$ cat src/coreTypesPkg.sv
package coreTypesPkg;

	////////////////////
	// datapath widths
	////////////////////

	// one data word
	localparam int DataWidth = 16;
	localparam int RegCount = 32;
	localparam int RegAddrWidth = 5;

	// two instructions make one bundle
	localparam int InstrWidth = 32;
	localparam int BundleWidth = 2 * InstrWidth;

	// cacheline geometry
	localparam int LineBytes = 32;
	localparam int LineWidth = LineBytes * 8;
	localparam int BundlesPerLine = LineWidth / BundleWidth;

	// byte address, bundles are 8 bytes apart
	localparam int PcWidth = 16;

	// sign extended up to DataWidth
	localparam int ImmWidth = 14;

	////////////////////
	// opcodes
	////////////////////

	// anything not listed here behaves as a nop
	localparam logic [6:0] OpNop = 7'd0;
	localparam logic [6:0] OpAdd = 7'd1;
	localparam logic [6:0] OpSub = 7'd2;
	localparam logic [6:0] OpAnd = 7'd3;
	localparam logic [6:0] OpOr = 7'd4;
	localparam logic [6:0] OpXor = 7'd5;
	localparam logic [6:0] OpBeqz = 7'd6;
	localparam logic [6:0] OpHalt = 7'd7;

	// instruction word, format bit picks the view
	// 0 selects reg-reg, 1 selects reg-imm
	typedef union packed {
		struct packed {
			logic [6:0] opcode;
			logic format;
			logic [RegAddrWidth-1:0] rd;
			logic [RegAddrWidth-1:0] rs1;
			logic [RegAddrWidth-1:0] rs2;
			logic [8:0] spare;
		} regReg;
		struct packed {
			logic [6:0] opcode;
			logic format;
			logic [RegAddrWidth-1:0] rd;
			logic [RegAddrWidth-1:0] rs1;
			logic [ImmWidth-1:0] imm;
		} regImm;
	} instrWord_u;

endpackage

$ cat src/instructionCache.sv
`timescale 1ns/1ps

module instructionCache #(
	parameter int CacheLines = 16
) (
	input  logic clock_i,
	input  logic reset_i,
	input  logic cacheWrite_i,
	input  logic [$clog2(CacheLines)-1:0] cacheWriteAddr_i,
	input  logic [coreTypesPkg::LineWidth-1:0] cacheWriteLine_i,
	input  logic fetchValid_i,
	input  logic [coreTypesPkg::PcWidth-1:0] fetchPc_i,
	input  logic squash_i,
	output logic [coreTypesPkg::BundleWidth-1:0] bundle_o,
	output logic [coreTypesPkg::PcWidth-1:0] bundlePc_o,
	output logic bundleValid_o
);
	localparam int OffsetBits = $clog2(coreTypesPkg::LineBytes);
	localparam int SelectBits = $clog2(coreTypesPkg::BundlesPerLine);
	localparam int IndexWidth = $clog2(CacheLines);

	logic [coreTypesPkg::LineWidth-1:0] lines [CacheLines];
	logic [IndexWidth-1:0] readIndex;
	logic [SelectBits-1:0] readSelect;

	// pc split: line index above the byte offset, bundle select just below it
	assign readIndex = fetchPc_i[OffsetBits +: IndexWidth];
	assign readSelect = fetchPc_i[OffsetBits-SelectBits +: SelectBits];

	always_ff @(posedge clock_i)
	begin
		if (cacheWrite_i)
			lines[cacheWriteAddr_i] <= cacheWriteLine_i;
		bundle_o <= lines[readIndex][readSelect * coreTypesPkg::BundleWidth +:
			coreTypesPkg::BundleWidth];
		bundlePc_o <= fetchPc_i;
	end

	// squash drops the bundle being latched right now
	always_ff @(posedge clock_i)
	begin
		if (reset_i)
			bundleValid_o <= 1'b0;
		else
			bundleValid_o <= fetchValid_i && !squash_i;
	end

	// loading and running never overlap
	noWriteDuringFetch: assert property (@(posedge clock_i) disable iff (reset_i)
		!(cacheWrite_i && fetchValid_i));

endmodule

$ cat config.mk
export PLATFORM = sky130hd
export DESIGN_NAME = instructionCache
export DESIGN_NICKNAME = d
export VERILOG_FILES = /design/src/coreTypesPkg.sv /design/src/instructionCache.sv
export SDC_FILE = /design/constraint.sdc
export NUM_CORES = 2
export LEC_CHECK = 0
export BUFFER_PORTS_ARGS = -buffer_cell sky130_fd_sc_hd__clkbuf_2
export CAP_MARGIN = 10
export CORE_ASPECT_RATIO = 1.4
export CORE_MARGIN = 2
export CORE_UTILIZATION = 54
export DETAILED_ROUTE_END_ITERATION = 10
export PLACE_DENSITY = 0.67
export SETUP_SLACK_MARGIN = 0.15
export SLEW_MARGIN = 20
export SYNTH_ARGS = -nofsm -noshare
export SYNTH_HDL_FRONTEND = slang
export SYNTH_SLANG_ARGS = --single-unit
$ cat constraint.sdc
create_clock -name clock_i -period 37 [get_ports clock_i]
set_input_delay 1.85 -clock clock_i [delete_from_list [all_inputs] [get_ports clock_i]]
set_output_delay 1.85 -clock clock_i [all_outputs]
set_load 0.02 [all_outputs]
==> summary.md <==
| Metric | Value |
|---|---|
| Min-delay worst type | reg2reg |
| Worst Skew | 0.0462 ns |
| Leakage Power | 0.0553 uW |
| TritonCTS clock tree | yes |
| Vias in the first global route | 76600 |
| Yosys warnings | 0 |
| Setup TNS | 0 ns |
| GRT met2 Usage | 46.1% |
| Area share of fa/ha/maj cells after synthesis | 0% |
| Synth unique cells | 37 |
| Initial DRC Count | 8200 |
| Layout cells sized above 1 | 28.7% |
| Final nets | 7557 |
| Fmax | 142 MHz |
| Max clock buf depth | 4 |
| Highest ir drop seen on vdd | 39.3 uV |
| Crit path time final | 7.05 ns |
| Yosys top cell area share | 78.5% |
| Critical Path Sink Type | register |
| Slew margin rel. | 23.1% |
| Post-Syn Area | 157000 um2 |
| Setup slack, reg-to-reg | 34.65 ns |
| RSZ-0062 raised after global routing | no |
| Synth Register Bits | 4177 |
| Finish-stage setup viols | 0 |
| Worst-Margin Slew | 1.15 ns |
| Post-detail-place hpwl | 210000 um |
| Largest family of logic cells by synthesized area | multiplexers |
| First-pass GRT wire length | 563000 um |
| Setup CP Type | in2reg |
| Die width | 459 um |
| Area taken by multi-input logic gates | 30400 um2 |
| Gate Count Post-Synth | 6742 |
| Port Buf Inserts | 361 |
| GRT Total Usage | 26.9% |
| Rows | 234 |
| Critical path arrival | 7.78 ns |
| Outcome | finished clean |
| Hold Crit Start | lines[10][225] |
| GRT met3 Usage | 4.85% |
| CTS Sinks | 4177 |
| Global route overflow | 0 |
| Post-CTS Hold Fix Bufs | 0 |
| DRC Markers | 0 |
| Placed Cells | 10700 |
| Layout area overhead | 12.1% |
| Post-route insts no fill | 11400 |
| DRT antenna net count | 0 |
| Final worst-path cycle share | 19.1% |
| Register area | 125000 um2 |
| Finished Core Util | 60.7% |
| Htree depth | 5 |
| Fill count | 19800 |
| Leading area contributor after synthesis | edfxtp_1 |
| Post-synthesis compound-gate area fraction | 1.69% |
| Crit. Startpoint | fetchPc_i[6] |
| GRT busiest layer | met2 |
| Root Driver | clkbuf_16 |
| Final Wtd Congestion | 0.765 |
| Most common cell in the netlist | edfxtp_1 |
| Vias per inst | 6.54 |
| Power, Total | 9800 uW |
| CTS buffer count | 385 |
| Area contributors post-synth | edfxtp_1 (78%), mux4_2 (15%), dfxtp_1 (1.0%) |
| Simple-Gate Fraction of Synth Area | 1.96% |
| Area of the core | 290000 um2 |
| Critical Path Source Type | input pin |
| Die area | 295000 um2 |
| M1 GR Usage | 36.0% |
| Avg Inst Size Synth | 23.3 um2 |
| Post-synthesis sequential area ratio | 79.5% |
| Post-Route WL | 395000 um |
| Post-synth top flop | edfxtp_1 |
| Mux cell area share after synthesis | 15.6% |
| Ports | 362 |
| Xor and xnor area share after synthesis | 0% |
| Clock Latency Late Sink | 0.91 ns |
| Worst-path clk slew | 0.06 ns |
| Top cells by count, synth | edfxtp_1 (4096), mux4_2 (1024), nand2_1 (185) |
| Initial antenna violation count | 102 |
| EDFF count, synth | 4096 |
| Reg-to-Reg Start | lines[15][195] |
| Pwr/cell area | 55.8 nW/um2 |
| Post-CTS setup buffers | 0 |
| Asr flop ratio synth | 0% |
| Slew Limit Fails | 0 |
| Post-CTS sizing | 0 |
| DRT Pass-1 Iters | 5 |
| Initial core utilization | 54.1% |
| WP data required | 37.73 ns |
| Final Hold Fails | 0 |
| Vias | 74600 |
| DR WL/cell | 34.6 um |
| Die height | 641 um |
| Max-Cap Viols | 0 |
| Synthesized Nets | 7023 |
| Worst Path Max Fanout | 92 |
| Largest net degree at the start of global routing | 121 |
## kinds of logic after synthesis
group	Yosys count
buf+inv	400
flops	4177
simple gates	625
mux	1170
compound gates	370
## area by class of cell
cell class,count,area share [%]
Clock buffer,484,5.89
Sequential cell,4177,70.9
Clock inverter,221,1.22
Tap cell,3776,2.69
Timing Repair Buffer,529,1.90
Inverter,18,0.0384
Antenna cell,32,0.0456
Multi-Input combinational cell,2165,17.3
## power breakdown
| group | switching (uW) | internal [uW] | total [uW] | leakage [uW] |
|---|---|---|---|---|
| Clock | 1700 | 2260 | 3960 | 0.00611 |
| Combinational | 317 | 185 | 502 | 0.0115 |
| Sequential | 38.1 | 5300 | 5340 | 0.0377 |
| Total | 2060 | 7740 | 9800 | 0.0553 |
## layout by cell type (no fill, tap or decap), drive strengths merged, types with 4 or more instances in the layout
cell         n
a211oi      14
a22oi      128
a2bb2oi     18
a31oi       17
a41oi       30
and3        16
buf        171
bufinv      39
clkbuf     842
clkinv     158
clkinvlp    16
dfxtp       81
diode       32
edfxtp    4096
inv         26
mux2i      144
mux4      1024
nand2      185
nand2b      10
nand3      177
nand4       80
nor2        63
nor2b       20
nor3         4
o21ai       49
o221ai      30
o22ai       80
or2         32
or3         32
## metrics by stage
step | hold slack, ns | worst slack, ns | area, um2
CTS | 0.810 | 29.89 | 176000
detailed placement | 0.800 | 28.95 | 163000
finish | 0.800 | 29.95 | 176000
floorplan | 0.752 | 16.23 | 157000
global placement | 0.797 | 29.01 | 163000
global route | 0.856 | 29.45 | 176000
## worst max-delay path: stages
cell and delay, ns:
buf_8 0.45, buf_4 0.76, buf_12 0.52, buf_4 0.65, buf_4 0.56, buf_4 0.67
buf_4 0.60, mux4_2 0.39, a22oi_1 0.22, nand3_1 0.19, o21ai_0 0.58, nor2_1 0.08
## worst paths after layout
kind / endpoint / cells past startpoint
setup / recovery: bundle_o[52] / 12
hold / removal: bundle_o[33] / 4
setup reg to reg: bundle_o[3] / 5
hold reg to reg: bundle_o[33] / 4
## sequential cells by signal, indices dropped and copies added (netlist names)
signal,flops
bundlePc_o,16
bundleValid_o,1
bundle_o,64
lines,4096
## metal layers
metal / wire length, um / vias up
met5: 420 / -
met1: 148000 / 40600
met3: 33000 / 624
met4: 9690 / 70
met2: 204000 / 3397
li1: - / 29900
Note: power is estimated with default switching activity, not from simulation.
