**config.mk**
```make
export PLATFORM = sky130hd
export DESIGN_NAME = arithmeticUnit
export DESIGN_NICKNAME = d
export VERILOG_FILES = /design/src/coreTypesPkg.sv /design/src/arithmeticUnit.sv
export SDC_FILE = /design/constraint.sdc
export NUM_CORES = 1
export LEC_CHECK = 0
export BUFFER_PORTS_ARGS = -buffer_cell sky130_fd_sc_hd__buf_2
export CAP_MARGIN = 20
export CELL_PAD_IN_SITES_DETAIL_PLACEMENT = 0
export CELL_PAD_IN_SITES_GLOBAL_PLACEMENT = 1
export CORE_UTILIZATION = 40
export DETAILED_ROUTE_END_ITERATION = 12
export PLACE_DENSITY_LB_ADDON = 0.3
export SETUP_SLACK_MARGIN = 0.1
export SLEW_MARGIN = 20
export SYNTH_ARGS = -nofsm -noshare
export SYNTH_HDL_FRONTEND = slang
export SYNTH_SLANG_ARGS = --single-unit
```
**constraint.sdc**
```tcl
create_clock -name clock_i -period 6.9 [get_ports clock_i]
set_input_delay 0.69 -clock clock_i [delete_from_list [all_inputs] [get_ports clock_i]]
set_output_delay 0.69 -clock clock_i [all_outputs]
set_load 0.005 [all_outputs]
```
**src/coreTypesPkg.sv**
```systemverilog
package coreTypesPkg;

	////////////////////
	// datapath widths
	////////////////////

	// one data word
	localparam int DataWidth = 16;
	localparam int RegCount = 32;
	localparam int RegAddrWidth = 5;

	// two instructions make one bundle
	localparam int InstrWidth = 32;
	localparam int BundleWidth = 2 * InstrWidth;

	// cacheline geometry
	localparam int LineBytes = 32;
	localparam int LineWidth = LineBytes * 8;
	localparam int BundlesPerLine = LineWidth / BundleWidth;

	// byte address, bundles are 8 bytes apart
	localparam int PcWidth = 16;

	// sign extended up to DataWidth
	localparam int ImmWidth = 14;

	////////////////////
	// opcodes
	////////////////////

	// anything not listed here behaves as a nop
	localparam logic [6:0] OpNop = 7'd0;
	localparam logic [6:0] OpAdd = 7'd1;
	localparam logic [6:0] OpSub = 7'd2;
	localparam logic [6:0] OpAnd = 7'd3;
	localparam logic [6:0] OpOr = 7'd4;
	localparam logic [6:0] OpXor = 7'd5;
	localparam logic [6:0] OpBeqz = 7'd6;
	localparam logic [6:0] OpHalt = 7'd7;

	// instruction word, format bit picks the view
	// 0 selects reg-reg, 1 selects reg-imm
	typedef union packed {
		struct packed {
			logic [6:0] opcode;
			logic format;
			logic [RegAddrWidth-1:0] rd;
			logic [RegAddrWidth-1:0] rs1;
			logic [RegAddrWidth-1:0] rs2;
			logic [8:0] spare;
		} regReg;
		struct packed {
			logic [6:0] opcode;
			logic format;
			logic [RegAddrWidth-1:0] rd;
			logic [RegAddrWidth-1:0] rs1;
			logic [ImmWidth-1:0] imm;
		} regImm;
	} instrWord_u;

endpackage

```
**src/arithmeticUnit.sv**
```systemverilog
`timescale 1ns/1ps

module arithmeticUnit (
	input  logic clock_i,
	input  logic reset_i,
	input  logic opValid_i,
	input  logic [6:0] opCode_i,
	input  logic [coreTypesPkg::RegAddrWidth-1:0] rd_i,
	input  logic [coreTypesPkg::DataWidth-1:0] opA_i,
	input  logic [coreTypesPkg::DataWidth-1:0] opB_i,
	output logic resultValid_o,
	output logic [coreTypesPkg::RegAddrWidth-1:0] resultAddr_o,
	output logic [coreTypesPkg::DataWidth-1:0] result_o,
	output logic wbValid_o,
	output logic wbEnable_o,
	output logic [coreTypesPkg::RegAddrWidth-1:0] wbAddr_o,
	output logic [coreTypesPkg::DataWidth-1:0] wbData_o
);
	// 16 bit wraparound throughout
	always_comb
	begin
		case (opCode_i)
			coreTypesPkg::OpAdd: result_o = opA_i + opB_i;
			coreTypesPkg::OpSub: result_o = opA_i - opB_i;
			coreTypesPkg::OpAnd: result_o = opA_i & opB_i;
			coreTypesPkg::OpOr: result_o = opA_i | opB_i;
			coreTypesPkg::OpXor: result_o = opA_i ^ opB_i;
			default: result_o = '0;
		endcase
	end

	// decoder already zeroed rd for anything that does not write
	assign resultValid_o = opValid_i && (rd_i != '0);
	assign resultAddr_o = rd_i;

	always_ff @(posedge clock_i)
	begin
		if (reset_i)
		begin
			wbValid_o <= 1'b0;
			wbEnable_o <= 1'b0;
		end
		else
		begin
			wbValid_o <= opValid_i;
			wbEnable_o <= resultValid_o;
		end
	end

	// quiet beat shows zero address and data
	always_ff @(posedge clock_i)
	begin
		wbAddr_o <= resultValid_o ? rd_i : '0;
		wbData_o <= resultValid_o ? result_o : '0;
	end

endmodule

```
==> results.py <==
metrics = {
    "cts": {
        "cts_root_buf": "clkbuf_8",
        "cts.sinks": 23,
        "holdBufCountCts": 0,
        "cts-resized-gates": 0,
        "cts_buffers": 3,
        "cts_setup_buffers": 0,
        "cts_max_level": 1,
        "cts_buffer_depth": 2,
        "cts_tree": "built",
        "path_clk_slew_ps": 100,
    },
    "timing": {
        "postLayoutSetupSlackWorst_ps": 1910,
        "slew-limit-headroom_pct": 44.67,
        "setup_viol": 0,
        "tightest_slew_ps": 827.7,
        "rsz0062_at_grt": "false",
        "fmax_mhz": 200.4,
        "hold_violations": 0,
        "setup-tns-final_ps": 0,
        "finalCriticalPeriod_ps": 4990,
        "final_max_slew_viol_count": 0,
        "post-route-period-util_pct": 72.32,
    },
    "yosys": {
        "yosys_warnings": 0,
        "synth_top_family_by_area": "compound AO/OA/AOI/OAI gates",
        "synth_seq_cells": 23,
        "synthArstFlopShare_pct": 0,
        "synthAdderAreaFrac_pct": 21.34,
        "synth_nets": 467,
        "yosys.area_share.simple_pct": 21.17,
        "ys_seq_area_share_pct": 15.83,
        "ys.flop_type": "dfxtp_1",
        "synth_edf_count": 0,
        "synthMuxAreaShare_pct": 1.420,
        "syn_inst": 371,
        "synth_compound_area_share_pct": 23.67,
        "synthXorXnorAreaFrac_pct": 7.530,
        "syn_area_sq_um": 2908,
        "avgSynthCellArea_sq_um": 7.838,
        "yosys.cell_types.count": 54,
    },
    "cells_and_area": {
        "n_antenna_cell": 0,
        "drive_gt1_share_pct": 23.87,
        "nFillCells": 737,
        "fin_nets": 541,
        "postLayoutCoreUtil_pct": 49.35,
        "areaGrowthSynthToFinish_pct": 17.21,
    },
    "route": {
        "wire_per_inst_um": 14.80,
        "wirelength_mm": 7.990,
        "drt_pass1_iterations": 4,
        "ant_nets": 0,
        "routed-via-count": 2885,
        "first_iter_violations": 169,
        "drc_errors": 0,
        "via_per_inst": 5.343,
    },
    "grt": {
        "grt_pass1_vias": 2595,
        "overflow": 0,
        "grt_pass1_wl_mm": 12.91,
        "antenna_found_initial": 0,
        "grt.total_usage_pct": 21.57,
        "globalRouteMet3Util_pct": 3.697,
        "gr-max-usage-layer": "met2",
        "grt_use_met2_pct": 35.58,
        "use_met1_pct": 29.46,
        "grt_max_degree": 38,
    },
    "die": {
        "fp.dieW_um": 87.26,
        "die_y_um": 87.26,
        "die-area_sq_um": 7614,
        "num_io_pins": 92,
        "start_util_pct": 42.10,
        "coreArea_sq_um": 6907,
        "row_count": 30,
    },
    "critical_path": {
        "crit_family": "simple AND/OR/NAND/NOR gates",
        "worstSetupPathType": "input port to output port",
        "startpoint_type": "input port",
        "cp_slowest_cell": "or4_1",
        "crit_chain": "buf_2 > or4_4 > or4_1 > o41ai_2 > xnor2_1 > ha_1 > a21o_1 > a31o_2 > nor2b_1 > a211oi_1 > xnor2_1 > o21ai_0 > buf_2",
        "critPathArrivalTime_ps": 4300,
        "cp_max_fo": 11,
        "critPathRequiredTime_ps": 6210,
        "endpoint_kind": "output port",
        "worstPathBufferInverterCount": 2,
        "max_stage_delay_ps": 670,
    },
    "run_status": {
        "status": "complete, no violations",
    },
    "power_and_ir_drop": {
        "peakVddDrop_mv": 0.06717,
        "powerDensity_nw_per_um2": 112.6,
        "power.leakage_uw": 0.001775,
    },
    "place": {
        "portBuffers": 91,
        "dp_slack_ps": 1951,
        "place_congestion": 0.9272,
        "hpwlAfterDp_mm": 6.376,
    },
    "hold_path": {
        "hold_path_class": "input port to register",
    },
    "flow_run": {
        "drv_cap": 0,
    },
}
## per-stage QoR
stage | total power (uW) | hold WS [ps] | std cells | area (sq um)
floorplan | 245.3 | 773.5 | 371 | 2908
global placement | 292.2 | 866.3 | 536 | 3363
detailed placement | 294.6 | 869.1 | 536 | 3363
CTS | 385.7 | 574.8 | 540 | 3408
global route | 411.9 | 583.5 | 540 | 3408
finish | 383.9 | 575.5 | 540 | 3408
## cells in the mapped netlist (3+ instances only)
library cell / number / share of area, %
a21o_1: 8 / 2.1
a21oi_1: 31 / 5.3
a22o_1: 13 / 3.9
a31oi_1: 9 / 1.9
and2_1: 14 / 3.0
and3_1: 3 / 0.65
buf_2: 6 / 1.0
buf_4: 6 / 1.5
clkbuf_1: 9 / 1.2
dfxtp_1: 23 / 16
ha_1: 48 / 21
inv_1: 38 / 4.9
mux2i_1: 3 / 1.0
nand2_1: 22 / 2.8
nand2b_1: 3 / 0.65
nand3_1: 9 / 1.5
nand4_1: 4 / 0.86
nor2_1: 15 / 1.9
nor3_1: 17 / 2.9
o21ai_0: 11 / 1.9
o21ai_1: 3 / 0.52
o31ai_1: 4 / 1.0
o41ai_2: 3 / 1.7
or3_1: 4 / 0.86
or4_1: 6 / 1.5
xnor2_1: 19 / 5.7
xor2_1: 6 / 1.8
## cell usage in the layout, fill, tap and decap left out, drive strengths merged, types with 15 or more instances in the layout
cell / count
buf: 91
ha: 48
inv: 38
a21oi: 31
dfxtp: 23
nand2: 22
xnor2: 19
nor3: 19
nor2: 16
o21ai: 15
## report_power, final
part,internal (uW),switching (uW)
logic,64.8,91.8
registers,136,0.593
clock network,41.3,49.3
## metal layers
metal  wire length (um)  up-vias
li1                   -     1465
met1               3849     1300
met2               3509      110
met3                542       10
met4                 88        0
met5                  0        -
## registers in the layout, summed over array words and instances (netlist names)
name / count
wbData_o: 16
wbAddr_o: 5
wbEnable_o: 1
wbValid_o: 1
## area by class of cell
| cell class | instances | area, sq um | share of cell area (%) |
|---|---|---|---|
| inverters | 38 | 142.6 | 4.185 |
| multi-input cells | 288 | 2185 | 64.10 |
| flip-flops and latches | 23 | 460.4 | 13.51 |
| clock buffers | 4 | 45.04 | 1.322 |
| well taps | 96 | 120.1 | 3.524 |
| repair buffers | 91 | 455.4 | 13.36 |
## worst paths after layout
| kind | to | depth (start not counted) | from |
|---|---|---|---|
| setup / recovery | result_o[15] | 13 | opCode_i[3] |
| hold / removal | wbValid_o | 2 | reset_i |
## kinds of logic after synthesis
logic type / count (synthesis)
AND/OR/NAND/NOR: 109
AO/OA/AOI/OAI: 101
buffers and inverters: 60
adder cells (fa/ha/maj): 49
XOR/XNOR: 25
flip-flops: 23
multiplexers: 4
Power figures use the tool's default switching activity.
