## src/coreTypesPkg.sv

```systemverilog
package coreTypesPkg;

	////////////////////
	// datapath widths
	////////////////////

	// one data word
	localparam int DataWidth = 16;
	localparam int RegCount = 32;
	localparam int RegAddrWidth = 5;

	// two instructions make one bundle
	localparam int InstrWidth = 32;
	localparam int BundleWidth = 2 * InstrWidth;

	// cacheline geometry
	localparam int LineBytes = 32;
	localparam int LineWidth = LineBytes * 8;
	localparam int BundlesPerLine = LineWidth / BundleWidth;

	// byte address, bundles are 8 bytes apart
	localparam int PcWidth = 16;

	// sign extended up to DataWidth
	localparam int ImmWidth = 14;

	////////////////////
	// opcodes
	////////////////////

	// anything not listed here behaves as a nop
	localparam logic [6:0] OpNop = 7'd0;
	localparam logic [6:0] OpAdd = 7'd1;
	localparam logic [6:0] OpSub = 7'd2;
	localparam logic [6:0] OpAnd = 7'd3;
	localparam logic [6:0] OpOr = 7'd4;
	localparam logic [6:0] OpXor = 7'd5;
	localparam logic [6:0] OpBeqz = 7'd6;
	localparam logic [6:0] OpHalt = 7'd7;

	// instruction word, format bit picks the view
	// 0 selects reg-reg, 1 selects reg-imm
	typedef union packed {
		struct packed {
			logic [6:0] opcode;
			logic format;
			logic [RegAddrWidth-1:0] rd;
			logic [RegAddrWidth-1:0] rs1;
			logic [RegAddrWidth-1:0] rs2;
			logic [8:0] spare;
		} regReg;
		struct packed {
			logic [6:0] opcode;
			logic format;
			logic [RegAddrWidth-1:0] rd;
			logic [RegAddrWidth-1:0] rs1;
			logic [ImmWidth-1:0] imm;
		} regImm;
	} instrWord_u;

endpackage

```

## src/laneDecoder.sv

```systemverilog
`timescale 1ns/1ps

module laneDecoder (
	input  logic clock_i,
	input  logic reset_i,
	input  logic valid_i,
	input  logic [coreTypesPkg::InstrWidth-1:0] instr_i,
	input  logic [coreTypesPkg::PcWidth-1:0] bundlePc_i,
	input  logic [coreTypesPkg::DataWidth-1:0] rs1Data_i,
	input  logic [coreTypesPkg::DataWidth-1:0] rs2Data_i,
	output logic [coreTypesPkg::RegAddrWidth-1:0] rs1Addr_o,
	output logic [coreTypesPkg::RegAddrWidth-1:0] rs2Addr_o,
	output logic branchTaken_o,
	output logic [coreTypesPkg::PcWidth-1:0] branchTarget_o,
	output logic haltSeen_o,
	output logic opValid_o,
	output logic [6:0] opCode_o,
	output logic [coreTypesPkg::RegAddrWidth-1:0] rd_o,
	output logic [coreTypesPkg::DataWidth-1:0] opA_o,
	output logic [coreTypesPkg::DataWidth-1:0] opB_o
);
	coreTypesPkg::instrWord_u instr;
	logic [6:0] opcode;
	logic isArith;
	logic writesRd;
	logic [coreTypesPkg::DataWidth-1:0] immExt;
	logic [coreTypesPkg::DataWidth-1:0] secondOperand;

	assign instr = instr_i;

	// opcode, rd and rs1 sit in the same place in both views
	assign opcode = instr.regReg.opcode;
	assign isArith = opcode inside {coreTypesPkg::OpAdd, coreTypesPkg::OpSub,
		coreTypesPkg::OpAnd, coreTypesPkg::OpOr, coreTypesPkg::OpXor};
	assign writesRd = isArith && (instr.regReg.rd != '0);

	assign immExt = {{(coreTypesPkg::DataWidth - coreTypesPkg::ImmWidth)
		{instr.regImm.imm[coreTypesPkg::ImmWidth-1]}}, instr.regImm.imm};
	assign secondOperand = instr.regReg.format ? immExt : rs2Data_i;

	// operand reads, bypass happens in the register file
	assign rs1Addr_o = instr.regReg.rs1;
	assign rs2Addr_o = instr.regReg.rs2;

	////////////////////
	// branch and halt
	////////////////////

	// offset counts bundles, eight bytes each
	assign branchTaken_o = (opcode == coreTypesPkg::OpBeqz) && (rs1Data_i == '0);
	assign branchTarget_o = bundlePc_i + {immExt[coreTypesPkg::PcWidth-4:0], 3'b000};
	assign haltSeen_o = opcode == coreTypesPkg::OpHalt;

	always_ff @(posedge clock_i)
	begin
		if (reset_i)
			opValid_o <= 1'b0;
		else
			opValid_o <= valid_i;
	end

	// branch, halt, nop and r0 targets all leave as a nop to r0
	always_ff @(posedge clock_i)
	begin
		opCode_o <= writesRd ? opcode : coreTypesPkg::OpNop;
		rd_o <= writesRd ? instr.regReg.rd : '0;
		opA_o <= rs1Data_i;
		opB_o <= secondOperand;
	end

endmodule

```

## config.mk

```make
export PLATFORM = sky130hd
export DESIGN_NAME = laneDecoder
export DESIGN_NICKNAME = d
export VERILOG_FILES = /design/src/coreTypesPkg.sv /design/src/laneDecoder.sv
export SDC_FILE = /design/constraint.sdc
export NUM_CORES = 1
export LEC_CHECK = 0
export BUFFER_PORTS_ARGS = -buffer_cell sky130_fd_sc_hd__buf_2
export CAP_MARGIN = 20
export CORE_MARGIN = 5
export CORE_UTILIZATION = 41
export CTS_CLUSTER_SIZE = 20
export DETAILED_ROUTE_END_ITERATION = 12
export PLACE_DENSITY = 0.9
export SYNTH_ARGS = -nofsm -noshare
export SYNTH_HDL_FRONTEND = slang
export SYNTH_SLANG_ARGS = --single-unit
```

## constraint.sdc

```tcl
create_clock -name clock_i -period 7.32 [get_ports clock_i]
set_input_delay 1.464 -clock clock_i [delete_from_list [all_inputs] [get_ports clock_i]]
set_output_delay 1.464 -clock clock_i [all_outputs]
set_load 0.05 [all_outputs]
```

==> impl_metrics.sql <==
INSERT INTO impl_metrics (metric_group, metric, value, unit) VALUES
('run_status', 'result_of_the_run', 'finished clean', ''),
('cells_and_area', 'finish.instance_area', '2670', 'sq um'),
('floorplanning', 'std_cell_rows', '24', ''),
('global_routing', 'global_route.usage.met2', '32.8', '%'),
('sta', 'final_min_period_over_clock_period', '68.2', '%'),
('clock_network', 'cts_buffers', '5', ''),
('placement', 'detailed_placement_hpwl', '4660', 'um'),
('global_routing', 'met3_usage', '6.25', '%'),
('worst_setup_path', 'worstSetupStartpoint', 'instr_i[0]', ''),
('clock_network', 'cts_max_level', '2', ''),
('synth', 'netlist_top_cells_area', 'sky130_fd_sc_hd__dfxtp_1 48%, sky130_fd_sc_hd__ha_1 8.0%, sky130_fd_sc_hd__mux2_2 7.8%', ''),
('synth', 'yosys.cell_types.count', '36', ''),
('cells_and_area', 'n_fill_cell', '370', ''),
('route', 'vias', '1821', ''),
('worst_setup_path', 'required', '5.86', 'ns'),
('synth', 'postSynth.topFlopCell', 'sky130_fd_sc_hd__dfxtp_1', ''),
('min_path', 'worst_hold_startpoint', 'rs1Data_i[14]', ''),
('floorplanning', 'initial_core_util', '42.7', '%'),
('sta', 'tns', '0', 'ns'),
('cells_and_area', 'drive_above_1_share', '53.1', '%'),
('placement', 'numPortBuffers', '139', ''),
('placement', 'gp_congestion', '0.869', ''),
('clock_network', 'cts.path.max_buffers', '2', ''),
('power', 'power.static_leakage', '1.38', 'nW'),
('clock_network', 'tritoncts', 'done', ''),
('placement', 'cell_area_reported_after_detailed_placement', '2550', 'sq um'),
('floorplanning', 'die-width', '77.8', 'um'),
('global_routing', 'maximum_number_of_pins_on_one_net_before_global_route_repair', '18', ''),
('power', 'power.net_switching', '247', 'uW'),
('sta', 'finalSetupViolCount', '0', ''),
('worst_setup_path', 'crit_path_launch_type', 'input port', ''),
('sta', 'fmax', '200', 'MHz'),
('worst_setup_path', 'setup.worst_path.end_class', 'output port', ''),
('cells_and_area', 'nNetsFinal', '406', ''),
('min_path', 'hold_path_class', 'input port to flip-flop', ''),
('sta', 'hold_viol_final', '0', ''),
('synth', 'synthArstFlopShare', '0', '%'),
('worst_setup_path', 'timing.critical_path.fanout_max', '3', ''),
('power', 'pwr-share-comb', '33.3', '%'),
('power', 'irDropWorstVdd', '0.000165', 'V'),
('worst_setup_path', 'crit_type', 'input port to output port', ''),
('route', 'drt-wirelength-per-cell', '15.3', 'um'),
('synth', 'leading_cell_types_by_count_after_synthesis', '45 x sky130_fd_sc_hd__dfxtp_1, 13 x sky130_fd_sc_hd__a21oi_1, 13 x sky130_fd_sc_hd__buf_4, 13 x sky130_fd_sc_hd__mux2_2, 12 x sky130_fd_sc_hd__ha_1', ''),
('synth', 'postSynthCellCount', '176', ''),
('route', 'detail-route-antenna-nets', '0', ''),
('sta', 'total_count_of_max_transition_violations_in_the_final_report', '0', ''),
('power', 'seqPwrFrac', '38.4', '%'),
('global_routing', 'globalRouteTotalUtil', '18.1', '%'),
('cells_and_area', 'antennaDiodeCount', '0', ''),
('synth', 'post_synth_instance_area', '1890', 'sq um'),
('synth', 'synth.top_cell.area_share', '47.8', '%'),
('global_routing', 'grt-ovfl-total', '0', ''),
('synth', 'synth_top_area_cell', 'sky130_fd_sc_hd__dfxtp_1', ''),
('synth', 'ys_seq_elements', '45', ''),
('synth', 'synth_sequential_area_ratio', '47.8', '%'),
('route', 'post-route-drc-count', '0', ''),
('floorplanning', 'die_area', '6060', 'sq um'),
('route', 'postRouteWirelength', '5550', 'um'),
('floorplanning', 'fp.dieH', '77.8', 'um'),
('min_path', 'whs_endpoint', 'opA_o[14]$_DFF_P_', ''),
('sta', 'period_needed', '4.99', 'ns'),
('clock_network', 'cts.sinks', '45', ''),
('synth', 'avgSynthCellArea', '10.7', 'sq um'),
('cells_and_area', 'area.growth.synth_to_final', '41.7', '%'),
('clock_network', 'clock_pin_slew_on_the_worst_setup_and_hold_paths', '0.08', 'ns'),
('synth', 'synth_warnings', '0', ''),
('power', 'total_power', '680', 'uW'),
('run', 'cap_violations', '0', ''),
('global_routing', 'grt.met1_usage', '19.8', '%'),
('clock_network', 'cts.repair_timing.setup_buffer_count', '0', ''),
('route', 'viasPerCell', '5.02', '');
-- power groups by stage --
stage | clock (mW) | combinational [mW] | sequential [mW]
6_report | 0.192 | 0.226 | 0.261
5_1_grt | 0.215 | 0.241 | 0.263
4_1_cts | 0.198 | 0.227 | 0.261
2_1_floorplan | 0 | 0.128 | 0.317
3_5_place_dp | 0 | 0.227 | 0.267
3_3_place_gp | 0 | 0.223 | 0.267
-- cells by family after synthesis --
family	count (synthesis)	share of synthesized area, %
adder cells (fa/ha/maj)	13	9.02
XOR/XNOR	11	5.11
AND/OR/NAND/NOR	42	12.2
flip-flops	45	47.8
buffers and inverters	19	6.37
AO/OA/AOI/OAI	32	11.5
other	1	0.199
multiplexers	13	7.76
-- stage by stage --
step,hold slack (ns),utilization [%],cells,worst slack [ns]
5_1_grt,1.26,60.5,363,2.19
4_1_cts,1.28,60.5,363,2.28
2_1_floorplan,1.49,-,179,2.17
3_3_place_gp,1.58,57.8,355,2.36
3_5_place_dp,1.59,57.8,355,2.29
6_report,1.29,60.5,363,2.33
-- worst max-delay path, stage by stage --
cell,delay (ns)
sky130_fd_sc_hd__buf_2,0.11
sky130_fd_sc_hd__ha_1,0.23
sky130_fd_sc_hd__fa_1,0.43
sky130_fd_sc_hd__a21o_1,0.23
sky130_fd_sc_hd__a311oi_1,0.28
sky130_fd_sc_hd__or3_4,0.20
sky130_fd_sc_hd__a41oi_2,0.14
sky130_fd_sc_hd__xnor2_1,0.18
sky130_fd_sc_hd__buf_2,0.28
-- flip-flops by register name, summed over array words and instances, names as in the netlist --
register / cells
opA_o: 16
opB_o: 16
opCode_o: 7
rd_o: 5
opValid_o: 1
-- metal layers --
layer / vias up / part of all wire [%]
li1: 877 / -
met1: 818 / 35
met2: 110 / 53
met3: 16 / 11
met4: 0 / 2.1
met5: - / 0
-- cells in the final DEF (no fill, tap or decap), types with 2 or more instances in the layout --
master	n
sky130_fd_sc_hd__nand4_1	4
sky130_fd_sc_hd__and4_1	2
sky130_fd_sc_hd__ha_1	12
sky130_fd_sc_hd__xnor2_1	7
sky130_fd_sc_hd__a21oi_1	13
sky130_fd_sc_hd__nand2_1	9
sky130_fd_sc_hd__buf_2	139
sky130_fd_sc_hd__clkbuf_8	6
sky130_fd_sc_hd__nor4_1	4
sky130_fd_sc_hd__and2_1	8
sky130_fd_sc_hd__inv_1	4
sky130_fd_sc_hd__conb_1	4
sky130_fd_sc_hd__o21ai_0	5
sky130_fd_sc_hd__nand3_1	2
sky130_fd_sc_hd__xor2_1	4
sky130_fd_sc_hd__a21o_1	3
sky130_fd_sc_hd__a311oi_1	2
sky130_fd_sc_hd__and3_1	2
sky130_fd_sc_hd__dfxtp_1	45
sky130_fd_sc_hd__nor3_1	2
sky130_fd_sc_hd__mux2_2	13
sky130_fd_sc_hd__nor2_1	6
-- final cells by class --
class                   count  area (sq um)  area share, %
repair buffers            139           696           26.0
multi-input cells         115           876           32.8
inverters                   4          15.0          0.562
clock inverters             2          37.5           1.40
flip-flops and latches     45           901           33.7
well taps                  52          65.1           2.43
clock buffers               6          82.6           3.09
-- worst max-delay path by stage --
| stage | slack, ns | cells past startpoint | end |
|---|---|---|---|
| final | 2.33 | 9 | branchTarget_o[15] |
| after global routing | 2.19 | 9 | branchTarget_o[15] |
| after CTS | 2.28 | 9 | branchTarget_o[15] |
| after detailed placement | 2.29 | 9 | branchTarget_o[15] |
| after global placement | 2.36 | 9 | branchTarget_o[15] |
| after floorplan | 2.17 | 5 | branchTarget_o[14] |
(Power assumes the default switching activity.)
