--- config.mk ---
export PLATFORM = sky130hd
export DESIGN_NAME = icacheLoader
export DESIGN_NICKNAME = d
export VERILOG_FILES = /design/src/coreTypesPkg.sv /design/src/icacheLoader.sv
export SDC_FILE = /design/constraint.sdc
export NUM_CORES = 1
export LEC_CHECK = 0
export BUFFER_PORTS_ARGS = -buffer_cell sky130_fd_sc_hd__buf_2
export CORE_UTILIZATION = 52
export DETAILED_ROUTE_END_ITERATION = 6
export GPL_TIMING_DRIVEN = 0
export PLACE_DENSITY = 0.84
export SKIP_LAST_GASP = 1
export SYNTH_ARGS = -nofsm -noshare
export SYNTH_HDL_FRONTEND = slang
export SYNTH_SLANG_ARGS = --single-unit
--- constraint.sdc ---
create_clock -name clock_i -period 0.85 [get_ports clock_i]
set_input_delay 0.0425 -clock clock_i [delete_from_list [all_inputs] [get_ports clock_i]]
set_output_delay 0.0425 -clock clock_i [all_outputs]
set_load 0.02 [all_outputs]
--- src/coreTypesPkg.sv ---
package coreTypesPkg;

	////////////////////
	// datapath widths
	////////////////////

	// one data word
	localparam int DataWidth = 16;
	localparam int RegCount = 32;
	localparam int RegAddrWidth = 5;

	// two instructions make one bundle
	localparam int InstrWidth = 32;
	localparam int BundleWidth = 2 * InstrWidth;

	// cacheline geometry
	localparam int LineBytes = 32;
	localparam int LineWidth = LineBytes * 8;
	localparam int BundlesPerLine = LineWidth / BundleWidth;

	// byte address, bundles are 8 bytes apart
	localparam int PcWidth = 16;

	// sign extended up to DataWidth
	localparam int ImmWidth = 14;

	////////////////////
	// opcodes
	////////////////////

	// anything not listed here behaves as a nop
	localparam logic [6:0] OpNop = 7'd0;
	localparam logic [6:0] OpAdd = 7'd1;
	localparam logic [6:0] OpSub = 7'd2;
	localparam logic [6:0] OpAnd = 7'd3;
	localparam logic [6:0] OpOr = 7'd4;
	localparam logic [6:0] OpXor = 7'd5;
	localparam logic [6:0] OpBeqz = 7'd6;
	localparam logic [6:0] OpHalt = 7'd7;

	// instruction word, format bit picks the view
	// 0 selects reg-reg, 1 selects reg-imm
	typedef union packed {
		struct packed {
			logic [6:0] opcode;
			logic format;
			logic [RegAddrWidth-1:0] rd;
			logic [RegAddrWidth-1:0] rs1;
			logic [RegAddrWidth-1:0] rs2;
			logic [8:0] spare;
		} regReg;
		struct packed {
			logic [6:0] opcode;
			logic format;
			logic [RegAddrWidth-1:0] rd;
			logic [RegAddrWidth-1:0] rs1;
			logic [ImmWidth-1:0] imm;
		} regImm;
	} instrWord_u;

endpackage

--- src/icacheLoader.sv ---
`timescale 1ns/1ps

module icacheLoader #(
	parameter int CacheLines = 16
) (
	input  logic clock_i,
	input  logic reset_i,
	input  logic shiftValid_i,
	input  logic [7:0] shiftByte_i,
	input  logic lineWrite_i,
	input  logic [$clog2(CacheLines)-1:0] lineAddr_i,
	output logic cacheWrite_o,
	output logic [$clog2(CacheLines)-1:0] cacheWriteAddr_o,
	output logic [coreTypesPkg::LineWidth-1:0] cacheWriteLine_o
);
	logic [coreTypesPkg::LineWidth-1:0] shiftBuffer;

	// bytes enter at the top and drift down
	// after a full line the first byte sits in byte 0
	always_ff @(posedge clock_i)
	begin
		if (shiftValid_i)
			shiftBuffer <= {shiftByte_i, shiftBuffer[coreTypesPkg::LineWidth-1:8]};
		cacheWriteAddr_o <= lineAddr_i;
		cacheWriteLine_o <= shiftBuffer;
	end

	// write strobe lasts one cycle per request
	always_ff @(posedge clock_i)
	begin
		if (reset_i)
			cacheWrite_o <= 1'b0;
		else
			cacheWrite_o <= lineWrite_i;
	end

endmodule

==> metrics.yaml, run 1 <==
status: "complete, but fails checks"
violations: "negative setup slack"
r2r_end: "shiftBuffer[195]$_DFFE_PP_"
hold_ws_ps: 97.0
maxCapViolCount: 0
cp-startpoint: "cacheWriteLine_o[48]$_DFF_P_"
die-area_um2: 25500
worst_setup_path_end_kind: "output port"
portBuffers: 276
viasPerCell: 4.69
grtUsageTotal: 0.208
die_y_um: 160
cp_max_fo: 1
place.gp.congestion: 0.720
diodes: 0
grtUsageMet1: 0.246
setup_tns_ps: -43490
wl_per_cell_um: 21.6
slew_violations: 0
crit_cells: 1
grt.busiest_layer: "met2"
io_pins: 277
area_growth_pct: 42.9
fin_crit_sh: 1.24
cts_tree: "done"
cp-endpoint: "cacheWriteLine_o[48]"
synth.top_cell.area_share: 0.595
first_iter_violations: 342
synth_cell_type_count: 3
powerDensity_nw_per_um2: 2830
synth_area_um2: 12900
yosys-top-cells-area: "edfxtp_1 (59%), dfxtp_1 (40%), nor2b_4 (0.11%)"
clock_path_buffers: 3
postSynthAreaPerCell_um2: 25.0
grt_setup_unrepaired: "true"
cp_data_required_time_ps: 810
min_period_ps: 1050
ctsHtreeMaxLevel: 2
reg2reg_slack_ps: 100
yosys.area.top_type: "edfxtp_1"
synthCells: 518
grt_start_max_net_pins: 66
final_nets: 878
power_mw: 52.3
clock_latency_ps: 540
p_leak_nw: 7.22
path_class: "register to output port"
yosysWarningCount: 0
ys_ff_latch: 517
peakVddDrop_v: 0.00214
coreArea_um2: 24300
met3_usage: 0.0813
drcViolationCount: 0
grt_util_met2: 0.351
dr.pass1.iters: 4
worst_slew_pin_slew_ps: 394
finalSetupViolations: 261
layout_common_cells: "dfxtp_2 (261), buf_6 (261), edfxtp_1 (256), clkbuf_16 (50), dlygate4sd3_1 (15)"
row_count: 57
cts_sinks: 517
critPathLaunchType: "register"
worst_ep_arrival_time_ps: 1010
final_layout_size_suffix_gt1_frac: 0.679
overflow: 0
clock-root-buffer: "clkbuf_16"
wirelength_mm: 26.4
start_util: 0.532
dpl_cell_area_um2: 14800
max-slew-margin-rel: 0.737
reg2reg_depth: 0
design_area_um2: 18500
cp_top_family: "flip-flops"
grt_pass1_vias: 6285
crit_buf_inv: 1
cp_cell_sequence: "buf_6"
ant_nets: 0
antenna_found_initial: 0
synth.net_count: 534
cpPeakStageDelay_ps: 350
max_freq_mhz: 952
slowest_stage: "dfxtp_2"
hold_class: "input port to register"
dp_hpwl_mm: 12.5
reg2reg_from: "shiftBuffer[203]$_DFFE_PP_"
dp_worst_setup_slack_ps: -792
numCtsBuffers: 47
timing.final.ws_setup_ps: -200
vias: 5730
ys_seq_area_frac: 0.999
clk_pin_slew_ps: 70
grt_first_pass_wirelength_mm: 39.0
die_w_um: 160
fin_skew_ps: 17.6
hold_viol: 0
-- registers in the layout, summed over array words and instances, names as in the netlist --
| register | count |
|---|---|
| shiftBuffer | 256 |
| cacheWrite_o | 1 |
| cacheWriteLine_o | 256 |
| cacheWriteAddr_o | 4 |
-- synthesized netlist by cell type --
master	n
edfxtp_1	256
dfxtp_1	261
nor2b_4	1
-- per-stage QoR --
stage,std cells,utilization
4_1_cts,1223,0.760
6_report,1223,0.760
3_5_place_dp,1120,0.608
3_3_place_gp,1118,0.605
5_1_grt,1223,0.760
2_1_floorplan,518,-
-- timing repair --
action | 4_1_cts | 5_1_grt
hold buffers | 15 | 0
gates cloned | 2 | 0
setup buffers | 0 | 0
hold endpoints to repair | 17 | 0
gates resized for setup | 782 | 1
setup endpoints to repair | 386 | 261
-- how the worst min path moves through the flow --
stage / start / to / slack (ps) / cells past startpoint
after floorplan: lineAddr_i[0] / cacheWriteAddr_o[0]$_DFF_P_ / 70 / 0
after global placement: lineAddr_i[3] / cacheWriteAddr_o[3]$_DFF_P_ / 150 / 1
after detailed placement: lineAddr_i[2] / cacheWriteAddr_o[2]$_DFF_P_ / 150 / 1
after CTS: shiftValid_i / shiftBuffer[6]$_DFFE_PP_ / 70 / 2
after global routing: shiftValid_i / shiftBuffer[11]$_DFFE_PP_ / 80 / 2
final: shiftValid_i / shiftBuffer[11]$_DFFE_PP_ / 100 / 2
-- final cells by class --
type	count	area, µm²
sequential	517	13200
fill	1172	5840
timing repair buffer	295	3290
clock buffer	66	1330
tap	324	405
clock inverter	20	194
multi-input combinational	1	13.8
-- report_power, final --
part           internal, mW  switching [mW]  total, mW
Combinational          1.36            1.46       2.83
Sequential             27.8           0.803       28.6
Clock                  11.9            8.97       20.9
-- kinds of logic after synthesis --
family / after synthesis / share of synthesized area
simple gates: 1 / 0.00106
flops: 517 / 0.999
-- routing by layer --
metal | wire length [µm] | part of all wire
met2 | 13100 | 0.50
met4 | 471 | 0.018
met5 | 0 | 0
met3 | 2670 | 0.10
met1 | 10200 | 0.38
Power figures use the tool's default switching activity.
==> run 2: changes to the inputs <==
==> constraint.sdc (replaced) <==
create_clock -name clock_i -period 1 [get_ports clock_i]
set_input_delay 0.05 -clock clock_i [delete_from_list [all_inputs] [get_ports clock_i]]
set_output_delay 0.05 -clock clock_i [all_outputs]
set_load 0.02 [all_outputs]
==> run 2 against run 1 <==
Compared with the run above: the flow still finishes with violations (negative setup slack); largest cell class unchanged; first-iteration DRC count grew 12%; final cell count is the same; sequential power shrank 15%; setup slack gained 140 ps; critical endpoint is now cacheWriteLine_o[187].
==> metrics.yaml, run 2 (synthesized netlist as in run 1, its figures left out) <==
wirelength_mm: 26.6  # was 26.4 mm
diodes: 0  # unchanged
fin_crit_sh: 1.06
power_frac_seq: 0.546  # was 0.547
clock_latency_ps: 540  # about the same
grt_first_pass_wirelength_mm: 38.9  # was 39.0 mm
dpl_cell_area_um2: 14800  # unchanged
worst_slew_pin_slew_ps: 365  # was 394 ps
grt_start_max_net_pins: 130  # was 66
p_leak_nw: 7.21  # was 7.22 nW
cpPeakStageDelay_ps: 350  # about the same
final_layout_size_suffix_gt1_frac: 0.679  # unchanged
violations: "negative setup slack"  # unchanged
layout_common_cells: "dfxtp_2 (261), buf_6 (261), edfxtp_1 (256), clkbuf_16 (51), dlygate4sd3_1 (15)"  # was dfxtp_2 (261), buf_6 (261), edfxtp_1 (256), clkbuf_16 (50), dlygate4sd3_1 (15)
cp_max_fo: 1  # unchanged
p_comb_frac: 0.054  # about the same
critPathLaunchType: "register"  # unchanged
post-route-util: 0.759  # was 0.760
crit_cells: 1  # unchanged
design_area_um2: 18500  # about the same
dp_hpwl_mm: 12.5  # unchanged
top_regs: "cacheWriteLine_o (256), shiftBuffer (256), cacheWriteAddr_o (4)"  # unchanged
ctsHtreeMaxLevel: 2  # unchanged
hold_viol: 0  # unchanged
reg2reg_depth: 0  # unchanged
io_pins: 277  # unchanged
worst_setup_path_end_kind: "output port"  # unchanged
reg2reg_slack_ps: 260  # was 100 ps
die-area_um2: 25500  # unchanged
numCtsBuffers: 47  # unchanged
crit_buf_inv: 1  # unchanged
row_count: 57  # unchanged
min_period_ps: 1060
hold_class: "input port to register"  # unchanged
cp_top_family: "flip-flops"  # unchanged
area_growth_pct: 42.9  # about the same
start_util: 0.532  # unchanged
wl_per_cell_um: 21.7  # was 21.6 µm
place.gp.congestion: 0.720  # unchanged
holdPathStages: 2  # unchanged
cp_data_required_time_ps: 950  # was 810 ps
max_freq_mhz: 942
max-slew-margin-rel: 0.756  # was 0.737
antenna_found_initial: 0  # unchanged
grt_setup_unrepaired: "true"  # unchanged
clock_path_buffers: 3  # unchanged
clk_pin_slew_ps: 70  # about the same
viasPerCell: 4.76  # was 4.69
path_class: "register to output port"  # unchanged
finalSetupViolations: 261  # unchanged
cp_cell_sequence: "buf_6"  # unchanged
powerDensity_nw_per_um2: 2410  # was 2830 nW/µm²
first_iter_violations: 383  # was 342
switching_share: 0.216  # was 0.215
grt_pass1_vias: 6254  # was 6285
power.internal_mw: 34.9  # was 41.1 mW
cts_tree: "done"  # unchanged
cts_sinks: 517  # unchanged
slowest_stage: "dfxtp_2"  # unchanged
grtUsageTotal: 0.206  # was 0.208
maxCapViolCount: 0  # unchanged
clock-root-buffer: "clkbuf_16"  # unchanged
overflow: 0  # unchanged
slew_violations: 0  # unchanged
fin_skew_ps: 15.1  # was 17.6 ps
vias: 5826  # was 5730
n_fill_cell: 1177  # was 1172
p_switching_mw: 9.61  # was 11.2 mW
peakVddDrop_v: 0.00221  # was 0.00214 V
final_nets: 878  # unchanged
die_w_um: 160  # unchanged
dr.pass1.iters: 4  # unchanged
die_y_um: 160  # unchanged
clockPowerShare: 0.400  # was 0.399
setup_tns_ps: -7300  # was -43490 ps
worst_ep_arrival_time_ps: 1010  # about the same
ant_nets: 0  # unchanged
timing.final.ws_setup_ps: -61.3  # was -200 ps
coreArea_um2: 24300  # unchanged
drcViolationCount: 0  # unchanged
status: "complete, but fails checks"  # unchanged
portBuffers: 276  # unchanged
run 2: metal layers:
layer | up-vias | track usage | share of wire
met5 | - | 0 | 0
met4 | 0 | 0.0642 | 0.021
met3 | 52 | 0.0787 | 0.096
met2 | 302 | 0.345 | 0.49
met1 | 2918 | 0.248 | 0.39
li1 | 2554 | - | -
run 2: cell type report:
type | count | area (µm²) | area share
flip-flops and latches | 517 | 13200 | 0.717
repair buffers | 295 | 3290 | 0.178
clock buffers | 66 | 1330 | 0.0721
well taps | 324 | 405 | 0.0219
clock inverters | 20 | 194 | 0.0105
multi-input cells | 1 | 13.8 | 0.000745
run 2: worst paths after layout:
| kind | from | end |
|---|---|---|
| worst max-delay path | cacheWriteLine_o[187]$_DFF_P_ | cacheWriteLine_o[187] |
| worst min-delay path | shiftValid_i | shiftBuffer[93]$_DFFE_PP_ |
| worst max register to register | shiftBuffer[95]$_DFFE_PP_ | shiftBuffer[87]$_DFFE_PP_ |
| worst min register to register | shiftBuffer[5]$_DFFE_PP_ | cacheWriteLine_o[5]$_DFF_P_ |
run 2: power by group through the flow:
| stage | Clock [mW] | Combinational (mW) | Sequential, mW |
|---|---|---|---|
| after floorplan | 0 | 0.00354 | 25.0 |
| after global placement | 0 | 1.59 | 24.4 |
| after detailed placement | 0 | 1.63 | 24.4 |
| after CTS | 17.7 | 2.36 | 24.2 |
| after global routing | 19.0 | 2.47 | 24.4 |
| final | 17.8 | 2.39 | 24.3 |
run 2: metrics by stage:
step | hold slack, ps | instances | worst slack (ps) | power [mW]
after floorplan | 77.7 | 518 | 387 | 25.0
after global placement | 155 | 1118 | -3600 | 26.0
after detailed placement | 154 | 1120 | -649 | 26.0
after CTS | 136 | 1222 | -74.4 | 44.3
after global routing | 90.6 | 1223 | -93.9 | 45.9
final | 87.4 | 1223 | -61.3 | 44.5
run 2: repair_timing:
item	in CTS	in global routing
hold buffers	15	0
endpoints found under the hold margin	17	0
gates cloned	1	1
gates resized for setup	782	1
setup endpoints to repair	386	307
setup buffers	0	0
==> run 3: changes to the inputs <==
--- a/config.mk
+++ b/config.mk
@@ -5,7 +5,8 @@
 export SDC_FILE = /design/constraint.sdc
 export NUM_CORES = 1
 export LEC_CHECK = 0
-export BUFFER_PORTS_ARGS = -buffer_cell sky130_fd_sc_hd__buf_2
+export ABC_CLOCK_PERIOD_IN_PS = 1000
+export BUFFER_PORTS_ARGS = -buffer_cell sky130_fd_sc_hd__buf_4
 export CORE_UTILIZATION = 52
 export DETAILED_ROUTE_END_ITERATION = 6
 export GPL_TIMING_DRIVEN = 0
==> run 3 against run 2 <==
Compared with the run above: worst hold slack worse by 69 ps; critical path type unchanged; cell area up 0.18%; the run still ends with negative setup slack left; sequential cell count unchanged; setup slack worse by 3.8 ps; highest routed layer unchanged; clock skew down 2.4 ps.
==> metrics.yaml, run 3 (synthesized netlist as in run 1, its figures left out) <==
vias: 5703  # was 5826
drcViolationCount: 0  # unchanged
worst_setup_path_end_kind: "output port"  # unchanged
violations: "negative setup slack"  # unchanged
slowest_stage: "dfxtp_2"  # unchanged
die_w_um: 160  # unchanged
start_util: 0.532  # unchanged
top_regs: "cacheWriteLine_o (256), shiftBuffer (256), cacheWriteAddr_o (4)"  # unchanged
cp_top_family: "flip-flops"  # unchanged
diodes: 0  # unchanged
crit_buf_inv: 1  # unchanged
grt_start_max_net_pins: 129  # was 130
antenna_found_initial: 0  # unchanged
worst_ep_arrival_time_ps: 1020  # was 1010 ps
path_class: "register to output port"  # unchanged
die-area_um2: 25500  # unchanged
grt_first_pass_wirelength_mm: 38.8  # was 38.9 mm
cts_tree: "done"  # unchanged
max_freq_mhz: 939  # was 942 MHz
cts_sinks: 517  # unchanged
dp_cells: 1119  # was 1120
timing.final.ws_setup_ps: -65.1  # was -61.3 ps
powerDensity_nw_per_um2: 2420  # was 2410 nW/µm²
overflow: 0  # unchanged
maxCapViolCount: 0  # unchanged
clock-root-buffer: "clkbuf_16"  # unchanged
die_y_um: 160  # unchanged
viasPerCell: 4.67  # was 4.76
multi_input_area_um2: 13.8  # unchanged
wl_per_cell_um: 21.5  # was 21.7 µm
regArea_um2: 13200  # unchanged
clock_path_buffers: 3  # unchanged
worst_slew_pin_slew_ps: 693  # was 365 ps
place.gp.congestion: 0.723  # was 0.720
fin_skew_ps: 12.7  # was 15.1 ps
p_leak_nw: 7.23  # was 7.21 nW
fin_crit_sh: 1.07  # was 1.06
min_period_ps: 1070  # was 1060 ps
status: "complete, but fails checks"  # unchanged
io_pins: 277  # unchanged
final_nets: 875  # was 878
portBuffers: 276  # unchanged
post-route-util: 0.761  # was 0.759
area_growth_pct: 43.1  # was 42.9%
cp_cell_sequence: "buf_6"  # unchanged
wirelength_mm: 26.2  # was 26.6 mm
setup_tns_ps: -4380  # was -7300 ps
grtUsageTotal: 0.206  # about the same
dr.pass1.iters: 4  # unchanged
cts_setup_buffers: 0  # unchanged
clock_latency_ps: 530  # was 540 ps
peakVddDrop_v: 0.00216  # was 0.00221 V
grt_pass1_vias: 6189  # was 6254
finalSetupViolations: 256  # was 261
final_layout_size_suffix_gt1_frac: 0.680  # was 0.679
numCtsBuffers: 47  # unchanged
cp_data_required_time_ps: 950  # about the same
ant_nets: 0  # unchanged
final_cells: 1221  # was 1223
layout_common_cells: "dfxtp_2 (261), buf_6 (261), edfxtp_1 (256), clkbuf_16 (49)"  # was dfxtp_2 (261), buf_6 (261), edfxtp_1 (256), clkbuf_16 (51), dlygate4sd3_1 (15)
dp_worst_setup_slack_ps: -773  # was -649 ps
coreArea_um2: 24300  # unchanged
hold_class: "input port to register"  # unchanged
dp_hpwl_mm: 13.2  # was 12.5 mm
n_fill_cell: 1172  # was 1177
first_iter_violations: 459  # was 383
cpPeakStageDelay_ps: 360  # was 350 ps
power_mw: 44.8  # was 44.5 mW
critPathLaunchType: "register"  # unchanged
hold_viol: 0  # unchanged
clk_pin_slew_ps: 70  # about the same
max-slew-margin-rel: 0.538  # was 0.756
grt_setup_unrepaired: "true"  # unchanged
ctsHtreeMaxLevel: 2  # unchanged
slew_violations: 0  # unchanged
cp_max_fo: 1  # unchanged
row_count: 57  # unchanged
==> run 3: cell types whose count changed in the layout (fill, tap and decap cells not counted), moves of 2 or more <==
| cell | previous run | this run |
|---|---|---|
| buf_2 | 14 | 0 |
| buf_4 | 0 | 14 |
| clkbuf_8 | 2 | 7 |
| clkbuf_1 | 14 | 12 |
| clkbuf_16 | 51 | 49 |
| clkinv_2 | 6 | 4 |
==> run 3: cell type report <==
class | count | share of cell area
flip-flops and latches | 517 | 0.716
repair buffers | 292 | 0.177
clock buffers | 68 | 0.0739
well taps | 324 | 0.0219
clock inverters | 19 | 0.0114
multi-input cells | 1 | 0.000744
==> run 3: repair_timing <==
action	CTS	global route
endpoints found under the setup margin	391	326
cloned	1	0
hold endpoints to repair	13	0
gates resized for setup	523	2
hold buffers	14	0
==> run 3: through the flow <==
stage	hold WS (ps)	instance area, µm²
CTS	45.3	18500
global placement	157	15400
detailed placement	157	15400
floorplan	77.7	12900
finish	18.9	18500
global route	30.4	18500
==> run 3: metal layers <==
| layer | global-route usage | part of all wire | vias up |
|---|---|---|---|
| met1 | 0.242 | 0.39 | 2855 |
| met2 | 0.351 | 0.50 | 270 |
| li1 | - | - | 2545 |
| met5 | 0 | 0 | - |
| met3 | 0.0855 | 0.099 | 33 |
| met4 | 0.0490 | 0.013 | 0 |
==> run 3: final timing paths <==
check | startpoint | slack [ps] | endpoint | cells past startpoint
min | shiftValid_i | 20 | shiftBuffer[229]$_DFFE_PP_ | 1
max | cacheWriteLine_o[52]$_DFF_P_ | -70 | cacheWriteLine_o[52] | 1
max reg2reg | shiftBuffer[24]$_DFFE_PP_ | 270 | shiftBuffer[16]$_DFFE_PP_ | 0
min reg2reg | shiftBuffer[6]$_DFFE_PP_ | 350 | cacheWriteLine_o[6]$_DFF_P_ | 0
==> run 3: power by group <==
group	internal, mW	switching [mW]	total, mW
clock network	10.6	7.50	18.1
logic	1.15	1.26	2.40
registers	23.6	0.668	24.3
